`src/trig_cfg_pkg.sv`:
```
// --------------------
// configuration and occupancy types
// channel count, capacity, register map
// --------------------

package trig_cfg_pkg;

  localparam int num_chan = 5;

  // event size limit in asynchronous mode, in bursts per channel
  localparam int unsigned ddr3_capacity = 524288;

  typedef logic [22:0] burst_cnt_t;
  typedef logic [num_chan-1:0] chan_mask_t;
  typedef logic [31:0] ovf_cnt_t;
  typedef logic [3:0] wb_addr_t;
  typedef logic [31:0] wb_data_t;

  // word addresses
  localparam wb_addr_t reg_chan_en     = 4'd0;
  localparam wb_addr_t reg_thres       = 4'd1;
  localparam wb_addr_t reg_burst_base  = 4'd2;  // one word per channel
  localparam wb_addr_t reg_ovf_count   = 4'd8;
  localparam wb_addr_t reg_trig_num    = 4'd9;
  localparam wb_addr_t reg_almost_full = 4'd10;

endpackage

```
`src/trig_rec_pkg.sv`:
```
// --------------------
// trigger record, length codes
// state enum and counter types
// --------------------

package trig_rec_pkg;

  typedef logic [23:0] trig_num_t;
  typedef logic [43:0] timestamp_t;
  typedef logic [1:0] trig_len_t;

  // pulse length codes
  localparam trig_len_t len_laser = 2'd2;  // short pulse
  localparam trig_len_t len_am    = 2'd1;  // long pulse
  localparam trig_len_t len_both  = 2'd3;

  // {length, number, timestamp}
  typedef logic [69:0] trig_rec_t;

  typedef logic [3:0] wait_cnt_t;

  typedef enum logic [1:0] {
    idle,
    send_trigger,
    wait_level,
    store_info
  } trig_state_t;

endpackage

```
`src/chan_occ_if.sv`:
```
// --------------------
// one channel's config, events, status
// --------------------

interface chan_occ_if;

  logic                    enable;
  trig_cfg_pkg::burst_cnt_t burst_count;  // bursts per trigger minus one
  trig_cfg_pkg::burst_cnt_t thres;
  logic                    launch;  // one cycle per accepted trigger
  logic                    clear;   // readout finished
  trig_cfg_pkg::burst_cnt_t stored;
  logic                    full;
  logic                    almost_full;

  // register block side
  modport cfg (
    output enable, burst_count, thres,
    input  stored, almost_full
  );

  // trigger state machine side
  modport ctl (
    output launch, clear,
    input  full
  );

  // occupancy tracker side
  modport chan (
    input  enable, burst_count, thres, launch, clear,
    output stored, full, almost_full
  );

endinterface

```
`src/trig_config_regs.sv`:
```
// --------------------
// wishbone classic config registers
// --------------------

module trig_config_regs (
  input  logic                   clk,
  input  logic                   reset,
  input  logic                   wb_cyc,
  input  logic                   wb_stb,
  input  logic                   wb_we,
  input  trig_cfg_pkg::wb_addr_t wb_adr,
  input  trig_cfg_pkg::wb_data_t wb_dat_w,
  output trig_cfg_pkg::wb_data_t wb_dat_r,
  output logic                   wb_ack,
  input  trig_cfg_pkg::ovf_cnt_t ddr3_overflow_count,
  input  trig_rec_pkg::trig_num_t trig_num,
  chan_occ_if.cfg                occ [trig_cfg_pkg::num_chan]
);

  trig_cfg_pkg::chan_mask_t chan_en;
  trig_cfg_pkg::burst_cnt_t thres_reg;
  trig_cfg_pkg::burst_cnt_t burst_set [trig_cfg_pkg::num_chan];
  trig_cfg_pkg::chan_mask_t af_mask;  // gathered from trackers
  trig_cfg_pkg::wb_data_t   rd_word;
  logic                     wb_hit;

  // new request, not yet acknowledged
  assign wb_hit = wb_cyc && wb_stb && !wb_ack;

  // fan out config, collect status
  for (genvar i = 0; i < trig_cfg_pkg::num_chan; i++) begin : g_chan
    assign occ[i].enable      = chan_en[i];
    assign occ[i].burst_count = burst_set[i];
    assign occ[i].thres       = thres_reg;
    assign af_mask[i]         = occ[i].almost_full;
  end

  always_ff @(posedge clk) begin
    if (reset) begin
      wb_ack    <= 1'b0;
      chan_en   <= '0;
      thres_reg <= '0;
      for (int i = 0; i < trig_cfg_pkg::num_chan; i++) begin
        burst_set[i] <= '0;
      end
    end else begin
      wb_ack <= wb_hit;
      if (wb_hit && wb_we) begin
        if (wb_adr == trig_cfg_pkg::reg_chan_en)
          chan_en <= trig_cfg_pkg::chan_mask_t'(wb_dat_w);
        if (wb_adr == trig_cfg_pkg::reg_thres)
          thres_reg <= trig_cfg_pkg::burst_cnt_t'(wb_dat_w);
        for (int i = 0; i < trig_cfg_pkg::num_chan; i++) begin
          if (wb_adr == trig_cfg_pkg::wb_addr_t'(trig_cfg_pkg::reg_burst_base + i))
            burst_set[i] <= trig_cfg_pkg::burst_cnt_t'(wb_dat_w);
        end
      end
    end
  end

  // read mux, unmapped words read zero
  always_comb begin
    rd_word = '0;
    case (wb_adr)
      trig_cfg_pkg::reg_chan_en:     rd_word = trig_cfg_pkg::wb_data_t'(chan_en);
      trig_cfg_pkg::reg_thres:       rd_word = trig_cfg_pkg::wb_data_t'(thres_reg);
      trig_cfg_pkg::reg_ovf_count:   rd_word = ddr3_overflow_count;
      trig_cfg_pkg::reg_trig_num:    rd_word = trig_cfg_pkg::wb_data_t'(trig_num);
      trig_cfg_pkg::reg_almost_full: rd_word = trig_cfg_pkg::wb_data_t'(af_mask);
      default: begin
        for (int i = 0; i < trig_cfg_pkg::num_chan; i++) begin
          if (wb_adr == trig_cfg_pkg::wb_addr_t'(trig_cfg_pkg::reg_burst_base + i))
            rd_word = trig_cfg_pkg::wb_data_t'(burst_set[i]);
        end
      end
    endcase
  end

  // captured with the ack edge, valid while ack is high
  always_ff @(posedge clk) begin
    if (wb_hit) begin
      wb_dat_r <= rd_word;
    end
  end

endmodule

```
`src/chan_occupancy.sv`:
```
// --------------------
// per-channel stored burst counter
// --------------------

module chan_occupancy (
  input logic      clk,
  input logic      reset,
  chan_occ_if.chan occ
);

  logic [23:0] need;     // bursts one trigger adds
  logic [23:0] after;    // stored count if one more trigger lands

  assign need  = {1'b0, occ.burst_count} + 24'd1;
  assign after = {1'b0, occ.stored} + need;

  always_ff @(posedge clk) begin
    if (reset || occ.clear) begin
      occ.stored <= '0;
    end else if (occ.launch && occ.enable) begin
      occ.stored <= occ.stored + trig_cfg_pkg::burst_cnt_t'(need);
    end
  end

  // same as capacity - stored < need, without the underflow
  assign occ.full = occ.enable && (after > 24'(trig_cfg_pkg::ddr3_capacity));

  assign occ.almost_full = occ.stored > occ.thres;

endmodule

```
`src/pulse_trigger_fsm.sv`:
```
// --------------------
// trigger acceptance, length classification
// numbering, timestamps, record hand-off
// --------------------

module pulse_trigger_fsm (
  input  logic                    clk,
  input  logic                    reset,
  input  logic                    trigger,
  input  logic                    reset_trig_num,
  input  logic                    reset_trig_timestamp,
  input  logic                    readout_done,
  input  logic                    rec_ready,
  output logic                    pulse_trigger,
  output logic                    rec_valid,
  output trig_rec_pkg::trig_rec_t rec_data,
  output trig_rec_pkg::trig_num_t trig_num,
  output trig_cfg_pkg::ovf_cnt_t  ddr3_overflow_count,
  chan_occ_if.ctl                 occ [trig_cfg_pkg::num_chan]
);

  trig_rec_pkg::trig_state_t state;
  trig_rec_pkg::wait_cnt_t   wait_cnt;
  logic [2:0]                trig_hist;  // first three trigger samples
  trig_rec_pkg::timestamp_t  ts_cnt;     // cycles since timestamp reset
  trig_rec_pkg::trig_len_t   rec_len;
  trig_rec_pkg::trig_num_t   rec_num;
  trig_rec_pkg::timestamp_t  rec_ts;
  trig_cfg_pkg::chan_mask_t  full_mask;
  logic                      any_full;
  logic                      accept;

  for (genvar i = 0; i < trig_cfg_pkg::num_chan; i++) begin : g_chan
    assign full_mask[i]  = occ[i].full;
    assign occ[i].launch = pulse_trigger;
    assign occ[i].clear  = readout_done || reset;
  end

  assign any_full = |full_mask;
  assign accept   = (state == trig_rec_pkg::idle) && trigger && !any_full;

  assign pulse_trigger = (state == trig_rec_pkg::send_trigger);

  assign rec_data = {rec_len, rec_num, rec_ts};

  // control path
  always_ff @(posedge clk) begin
    if (reset) begin
      state               <= trig_rec_pkg::idle;
      wait_cnt            <= '0;
      trig_hist           <= '0;
      ddr3_overflow_count <= '0;
    end else begin
      case (state)
        trig_rec_pkg::idle: begin
          if (trigger && any_full) begin
            ddr3_overflow_count <= ddr3_overflow_count + 1'b1;  // dropped
          end else if (trigger) begin
            trig_hist <= 3'b001;  // first sample
            wait_cnt  <= 4'd1;
            state     <= trig_rec_pkg::send_trigger;
          end
        end
        trig_rec_pkg::send_trigger: begin
          trig_hist[1] <= trigger;
          wait_cnt     <= 4'd2;
          state        <= trig_rec_pkg::wait_level;
        end
        trig_rec_pkg::wait_level: begin
          case (wait_cnt)
            4'd2: begin
              trig_hist[2] <= trigger;
              wait_cnt     <= 4'd3;
            end
            4'd3: wait_cnt <= 4'd4;  // length decided on this edge
            default: state <= trig_rec_pkg::store_info;
          endcase
        end
        trig_rec_pkg::store_info: begin
          if (rec_valid && rec_ready) begin
            wait_cnt  <= '0;
            trig_hist <= '0;
            state     <= trig_rec_pkg::idle;
          end
        end
        default: state <= trig_rec_pkg::idle;
      endcase
    end
  end

  // record valid, one cycle after entering store_info
  always_ff @(posedge clk) begin
    if (reset) begin
      rec_valid <= 1'b0;
    end else if (rec_valid && rec_ready) begin
      rec_valid <= 1'b0;
    end else if (state == trig_rec_pkg::store_info) begin
      rec_valid <= 1'b1;
    end
  end

  // record fields
  always_ff @(posedge clk) begin
    if (accept) begin
      rec_ts  <= ts_cnt;
      rec_num <= trig_num + 1'b1;
    end
    if (state == trig_rec_pkg::wait_level && wait_cnt == 4'd3) begin
      if (!trigger)
        rec_len <= trig_rec_pkg::len_laser;  // ended before the fourth sample
      else if (trig_hist == 3'b111)
        rec_len <= trig_rec_pkg::len_am;
      else
        rec_len <= trig_rec_pkg::len_both;
    end
  end

  always_ff @(posedge clk) begin
    if (reset || reset_trig_num || readout_done) begin
      trig_num <= '0;
    end else if (accept) begin
      trig_num <= trig_num + 1'b1;
    end
  end

  // free running timestamp
  always_ff @(posedge clk) begin
    if (reset || reset_trig_timestamp) begin
      ts_cnt <= '0;
    end else begin
      ts_cnt <= ts_cnt + 1'b1;
    end
  end

endmodule

```
`src/pulse_trigger_top.sv`:
```
// --------------------
// pulse trigger receiver top level
// --------------------

module pulse_trigger_top (
  input  logic                    clk,
  input  logic                    reset,
  input  logic                    wb_cyc,
  input  logic                    wb_stb,
  input  logic                    wb_we,
  input  trig_cfg_pkg::wb_addr_t  wb_adr,
  input  trig_cfg_pkg::wb_data_t  wb_dat_w,
  output trig_cfg_pkg::wb_data_t  wb_dat_r,
  output logic                    wb_ack,
  input  logic                    trigger,
  input  logic                    reset_trig_num,
  input  logic                    reset_trig_timestamp,
  input  logic                    readout_done,
  output logic                    pulse_trigger,
  output logic                    rec_valid,
  input  logic                    rec_ready,
  output trig_rec_pkg::trig_rec_t rec_data,
  output logic                    ddr3_almost_full,
  output trig_cfg_pkg::ovf_cnt_t  ddr3_overflow_count
);

  trig_rec_pkg::trig_num_t  trig_num;
  trig_cfg_pkg::chan_mask_t af_mask;

  chan_occ_if occ_if [trig_cfg_pkg::num_chan] ();

  trig_config_regs trig_config_regs_i (
    .clk                 (clk),
    .reset               (reset),
    .wb_cyc              (wb_cyc),
    .wb_stb              (wb_stb),
    .wb_we               (wb_we),
    .wb_adr              (wb_adr),
    .wb_dat_w            (wb_dat_w),
    .wb_dat_r            (wb_dat_r),
    .wb_ack              (wb_ack),
    .ddr3_overflow_count (ddr3_overflow_count),
    .trig_num            (trig_num),
    .occ                 (occ_if)
  );

  pulse_trigger_fsm pulse_trigger_fsm_i (
    .clk                  (clk),
    .reset                (reset),
    .trigger              (trigger),
    .reset_trig_num       (reset_trig_num),
    .reset_trig_timestamp (reset_trig_timestamp),
    .readout_done         (readout_done),
    .rec_ready            (rec_ready),
    .pulse_trigger        (pulse_trigger),
    .rec_valid            (rec_valid),
    .rec_data             (rec_data),
    .trig_num             (trig_num),
    .ddr3_overflow_count  (ddr3_overflow_count),
    .occ                  (occ_if)
  );

  for (genvar i = 0; i < trig_cfg_pkg::num_chan; i++) begin : g_chan
    chan_occupancy chan_occupancy_i (
      .clk   (clk),
      .reset (reset),
      .occ   (occ_if[i])
    );
    assign af_mask[i] = occ_if[i].almost_full;
  end

  // warning if any channel is past its threshold
  assign ddr3_almost_full = |af_mask;

endmodule

```
`config.mk`:
```
export PLATFORM = sky130hd
export DESIGN_NAME = pulse_trigger_top
export DESIGN_NICKNAME = d
export VERILOG_FILES = /design/src/trig_cfg_pkg.sv /design/src/trig_rec_pkg.sv /design/src/chan_occ_if.sv /design/src/trig_config_regs.sv /design/src/chan_occupancy.sv /design/src/pulse_trigger_fsm.sv /design/src/pulse_trigger_top.sv
export SDC_FILE = /design/constraint.sdc
export NUM_CORES = 1
export LEC_CHECK = 0
export BUFFER_PORTS_ARGS = -buffer_cell sky130_fd_sc_hd__buf_2
export CAP_MARGIN = 10
export CORE_MARGIN = 1
export CORE_UTILIZATION = 30
export CTS_BUF_LIST = sky130_fd_sc_hd__clkbuf_16
export CTS_CLUSTER_SIZE = 28
export DETAILED_ROUTE_END_ITERATION = 8
export SLEW_MARGIN = 30
export SYNTH_ARGS = -nofsm -noshare
export SYNTH_HDL_FRONTEND = slang
export SYNTH_HIERARCHICAL = 1
export SYNTH_SLANG_ARGS = --single-unit
```
`constraint.sdc`:
```
create_clock -name clk -period 17.6 [get_ports clk]
set_clock_uncertainty 0.05 [all_clocks]
set_input_delay 2.64 -clock clk [delete_from_list [all_inputs] [get_ports clk]]
set_output_delay 2.64 -clock clk [all_outputs]
set_load 0.005 [all_outputs]
```
-- Word level (Yosys, flattened, before mapping)
Memories as Yosys holds them, arrays and structs flattened.
Index checks and enable logic that the tools add are counted.
- add/subtract/negate cells: 18
- magnitude comparators: 10
- equality and inequality tests: 21
- multiplexer cells: 51
- bitwise logic cells: 5
- reduce and logical (&&, ||, !) cells: 42
- operators by type and width (kind ; number):
    23-bit 2-to-1 mux ; 10
    32-bit case mux with 5 select lines ; 1
    23-bit by 1-bit adder with 24-bit output (second input constant) ; 5
    23-bit by 24-bit adder with 24-bit output ; 5
    24-bit by 20-bit > comparator with 1-bit output (second input constant) ; 5
    23-bit adder ; 5
    23-bit > comparator ; 5
    44-bit by 1-bit adder with 44-bit output (second input constant) ; 1
    32-bit by 1-bit adder with 32-bit output (second input constant) ; 1
    24-bit by 1-bit adder with 24-bit output (second input constant) ; 1
    1-bit 2-to-1 mux ; 23
    1-bit logical AND ; 18
    4-bit by 2-bit equality test with 1-bit output (second input constant) ; 4
    4-bit case mux with 4 select lines ; 1
    4-bit AND reduction ; 4
    4-bit by 3-bit equality test with 1-bit output (second input constant) ; 3
    4-bit equality test (second input constant) ; 3
    4-bit 2-to-1 mux ; 3
    2-bit 2-to-1 mux ; 5
    5-bit OR reduction ; 2
    3-bit 2-to-1 mux ; 3
    2-bit != test (second input constant) ; 4
    2-bit case mux with 4 select lines ; 1
    4-bit case mux with 2 select lines ; 1
    18 further kinds ; 33
- bits in registers: 356
- memory bits (writable): 115
- word-level logic and storage cells: 169
- memories kept: 1
- memory list (name ; words ; bits a word ; read ports ; clocked after Yosys merged registers in ; wr ports ; line ; source):
    trig_config_regs_i.burst_set ; 5 ; 23 ; 5 ; 0 ; 5 ; trig_config_regs.sv:22 ; trig_cfg_pkg::burst_cnt_t burst_set [trig_cfg_pkg::num_chan];

-- Logic depth before layout (Yosys ltp)
An unclocked memory read counts as a cell.
- depth after elaboration: 9
- gate-level depth with buffers: 26
- mapped depth without buffers: 24

-- Hierarchy
The synthesis kept the hierarchy.
- modules (own cells, without submodules) (module ; times used ; cells an instance ; area an instance (sq um) ; seq. area each (sq um)):
    chan_occupancy at g_chan[1].chan_occupancy_i ... ; 3 ; 384 ; 2892.8 ; 460.4
    trig_config_regs ; 1 ; 712 ; 8605.8 ; 4994.8
    pulse_trigger_fsm ; 1 ; 730 ; 7661.1 ; 4284.1
    chan_occupancy at g_chan[0].chan_occupancy_i ; 1 ; 405 ; 3045.4 ; 460.4
    chan_occupancy at g_chan[3].chan_occupancy_i ; 1 ; 400 ; 2982.9 ; 460.4
    pulse_trigger_top ; 1 ; 3 ; 12.5 ; 0.0

-- Worst setup path before layout
No wires, ideal clock.
- kind: reg2reg
- from: memory trig_config_regs_i/burst_set[0][2] (netlist name)
- to: register pulse_trigger_fsm_i.trig_num[11]
- library setup time: 0.128 ns
- arrival: 5.402 ns
- required time: 17.422 ns
- path slack: 12.020 ns
- cell stages (with the launch flop): 23
- path buffers: 2
- cell sequence: edfxtp_1 and3_1 and3_1 nand2b_1 or2_2 xnor2_1 ha_1 and3_2 a211o_1 a31oi_2 xnor2_1 a2111oi_2 nand4_1 o41a_1 o31a_1 or4_4 or3_1 buf_6 inv_4 buf_6 nand3_1 xor2_1 nor2_1
- RTL lines (element ; line ; source):
    from (decl) ; trig_config_regs.sv:22 ;
    to (signal assigned) ; pulse_trigger_fsm.sv:122 ; trig_num <= trig_num + 1'b1;
    to (decl) ; pulse_trigger_fsm.sv:17 ; output trig_rec_pkg::trig_num_t trig_num,

-- Worst setup path after layout
- from: register trig_config_regs_i.thres_reg[16] (netlist: trig_config_regs_i/occ[0].thres[16])
- to: output ddr3_almost_full
- longest elaborated chain between the ends: 2
- elaborated cells between the ends (all ways): 6
- ends and longest elaborated chain (element ; line ; source):
    from (decl) ; trig_config_regs.sv:21 ; trig_cfg_pkg::burst_cnt_t thres_reg;
    from (signal assigned) ; trig_config_regs.sv:52 ; thres_reg <= trig_cfg_pkg::burst_cnt_t'(wb_dat_w);
    23-bit > comparator ; chan_occupancy.sv:28 ; assign occ.almost_full = occ.stored > occ.thres;
    named net occ_if[0].almost_full ; chan_occ_if.sv:14 ; logic almost_full;
    5-bit OR reduction ; pulse_trigger_top.sv:73 ; assign ddr3_almost_full = |af_mask;
    to (decl) ; pulse_trigger_top.sv:23 ; output logic ddr3_almost_full,
The timed path passes the listed nets, and every way through them passes these cells.

==> flow_summary.ini <==
[run_status]
run_status = completed

[flow_run]
drv_cap = 0

[logic_synthesis]
synthMuxAreaShare_pct = 0.485
syn-mean-instance-area_um2 = 9.11
yosysSeqAreaShare_pct = 37.4
synth_top_area_cell = edfxtp_1
synthesis.nets = 3696
yosys_register_bits = 470
synth-edff-count = 217
synth_cell_types = 111
synth_simple_gate_area_share_pct = 19.6
ys_top_cells_by_area = edfxtp_1 (21%), dfxtp_1 (16%), ha_1 (9.8%)
postSynth.asyncResetShare_pct = 0
synth_area_um2 = 31000
synth_top_family_by_area = simple AND/OR/NAND/NOR gates
synth_compound_area_share_pct = 16.8
synth_top_area_share_pct = 21.0
synthFlopType = dfxtp_1
synth_xor_area_share_pct = 8.96
synthCells = 3402
yosys_warnings = 6
synthAdderAreaFrac_pct = 10.1

[place]
placedCellCount = 4740
place.gp.congestion = 1.02
dp_hpwl_um = 77100
io_buffers = 174
placed_area_um2 = 32300
place_ws_ps = 10870

[clocking]
post-cts-setup-buffer-count = 0
htreeDepth = 2
hold_buffers = 0
cts_buffers = 55
clk_latency_ps = 620
cts-resized-gates = 0
cts_tree = done
path_clk_slew_ps = 60
root_buffer = clkbuf_16
clockBufferDepth = 3
clock_sinks = 470

[worst_setup_path]
startpoint = trig_config_regs_i/occ[0].thres[16]
reg2reg_depth = 21
cpMaxStageDelayCell = dfxtp_1
cpMostUsedCell = a21o_1
timing.rr.start = trig_config_regs_i/burst_set[0][3]
critPathBufInv = 2
crit_family = compound AO/OA/AOI/OAI gates
crit_end = ddr3_almost_full
worstSetupPathType = register to primary output
crit_chain = inv_1 > ha_1 > a21o_1 > a21o_1 > a21o_1 > a21oi_1 > nor2b_1 > o21ai_0 > nand2b_1 > a221oi_1 > a41oi_1 > nor3_1 > nand2_1 > buf_2
worstSetupEndpointType = primary output
regToRegSetupSlack_ps = 10800
cp-start-kind = register
required_ps = 14910
critPathArrivalTime_ps = 4120
worstPathMaxFanout = 7
critical_path_depth = 14
slowest_delay_ps = 970
r2r_end = pulse_trigger_fsm_i/trig_num[18]

[final_layout]
n_antenna_cell = 0
fin_cells = 4843
largest_registers = g_chan.chan_occupancy_i/occ.stored (115), trig_config_regs_i/burst_set (115)
layout-drive-gt1-share_pct = 11.7
register_area_um2 = 11600
stdcell_area_um2 = 34300
synthToLayoutAreaGrowth_pct = 10.7
final.fill_count = 10569
layout.nets = 3724
multiInputGateArea_um2 = 17400

[floorplan]
rows = 117
core_area_um2 = 102000
die_w_um = 323
die-area_um2 = 105000
start_util_pct = 30.4
io_pins = 184
dieHeight_um = 323

[min_path]
min_from = g_chan[0].chan_occupancy_i/occ.stored[13]
hold_path.class = register to register

[drt]
dr.pass1.iters = 6
antenna_left = 0
routed_wl_um = 103000
drt_iter0_drc = 2819
drcViolationCount = 0
vias_per_cell = 5.28
num_vias = 25592
wl_per_cell_um = 21.3

[grt]
grt_usage_pct = 19.2
overflow = 0
grt_pass1_vias = 23352
grt_first_pass_wirelength_um = 150000
antenna_found_initial = 14
grt_max_degree = 89

[sta]
finalSetupViolations = 0
rsz0062_at_grt = false
fmax_mhz = 147
finalHoldViolCount = 0
tightest_slew_ps = 1010
tns_ps = 0
min_period_over_period_pct = 38.7
relSlewSlack_pct = 32.4
setup_ws_ps = 10790
slew_viol_final = 0
period_minus_slack_ps = 6810

[pwr]
p_per_area_nw_per_um2 = 81.2
peakVddDrop_mv = 0.0672
p_total_w = 0.00278
leakage_nw = 13.4
-- metal layers --
metal | vias to the layer above | wire length (um) | GRT usage [%]
li1 | 12161 | - | -
met1 | 12202 | 44900 | 26.1
met2 | 1022 | 45300 | 29.7
met3 | 203 | 8740 | 3.54
met4 | 4 | 4340 | 7.55
met5 | - | 27 | 0
-- worst min-delay path by stage --
stage	end	depth (start not counted)	slack [ps]
after CTS	pulse_trigger_fsm_i/rec_ts[43]	0	420
after global routing	pulse_trigger_fsm_i/rec_ts[34]	0	450
after global placement	pulse_trigger_fsm_i/rec_ts[43]	0	390
after detailed placement	pulse_trigger_fsm_i/rec_ts[43]	0	410
after floorplan	pulse_trigger_fsm_i/rec_ts[43]	0	380
final	g_chan[0].chan_occupancy_i/occ.stored[13]	2	430
-- placed cells by master (no fill, tap or decap), drive strengths merged, types with 146 or more instances in the layout --
master	n
nor2	343
nand2	309
a21oi	276
dfxtp	253
ha	243
edfxtp	217
buf	198
inv	184
xnor2	170
xor2	146
-- where the power goes --
part	switching (W)	internal (W)
logic	0.000201	0.0000987
registers	0.0000408	0.00121
clock network	0.000496	0.000735
total	0.000738	0.00205
-- synthesized netlist by cell type, drive strengths merged, types with 14 or more instances --
| library cell | number |
|---|---|
| inv | 173 |
| buf | 150 |
| a211oi | 28 |
| xor2 | 146 |
| a21o | 95 |
| nor3 | 67 |
| mux2i | 15 |
| and3 | 53 |
| xnor2 | 170 |
| clkbuf | 76 |
| dfxtp | 253 |
| o21a | 58 |
| nand4 | 85 |
| nand2 | 309 |
| a211o | 14 |
| nor4 | 32 |
| ha | 243 |
| nor2 | 343 |
| a21oi | 276 |
| nand2b | 15 |
| o21ai | 80 |
| and4 | 22 |
| a31oi | 26 |
| o31ai | 18 |
| and2 | 51 |
| nor2b | 20 |
| or2 | 16 |
| a2bb2oi | 15 |
| nand3b | 39 |
| nand3 | 109 |
| a22o | 15 |
| edfxtp | 217 |
| a221oi | 21 |
-- cell type report --
class | instances | area share, %
clock inverter | 47 | 1.63
inverter | 173 | 1.91
tap | 1368 | 4.99
sequential | 470 | 33.8
timing repair buffer | 198 | 3.08
multi-input combinational | 2532 | 50.6
clock buffer | 55 | 4.01
-- kinds of logic (layout without fill, tap and decap cells) --
| group | count (synthesis) | after routing |
|---|---|---|
| muxes | 15 | 15 |
| DFF | 470 | 470 |
| buffers and inverters | 400 | 473 |
| and+or+nand+nor | 1208 | 1208 |
| adders and majority gates | 248 | 248 |
| AOI/OAI and AO/OA | 745 | 745 |
| xor gates and xnor gates | 316 | 316 |
-- tightest hold or removal path, delay by kind of cell (launching register included) --
family           cells  cell delay (ps)
AO/OA/AOI/OAI        1               50
flip-flops           1              320
AND/OR/NAND/NOR      1               60
-- per-stage QoR --
step / util (%) / hold slack, ps
global placement: 31.7 / 390
finish: 33.6 / 426
global route: 33.6 / 445
floorplan: - / 375
detailed placement: 31.7 / 407
CTS: 33.6 / 421
No activity file was read; power rests on OpenSTA's default activity.
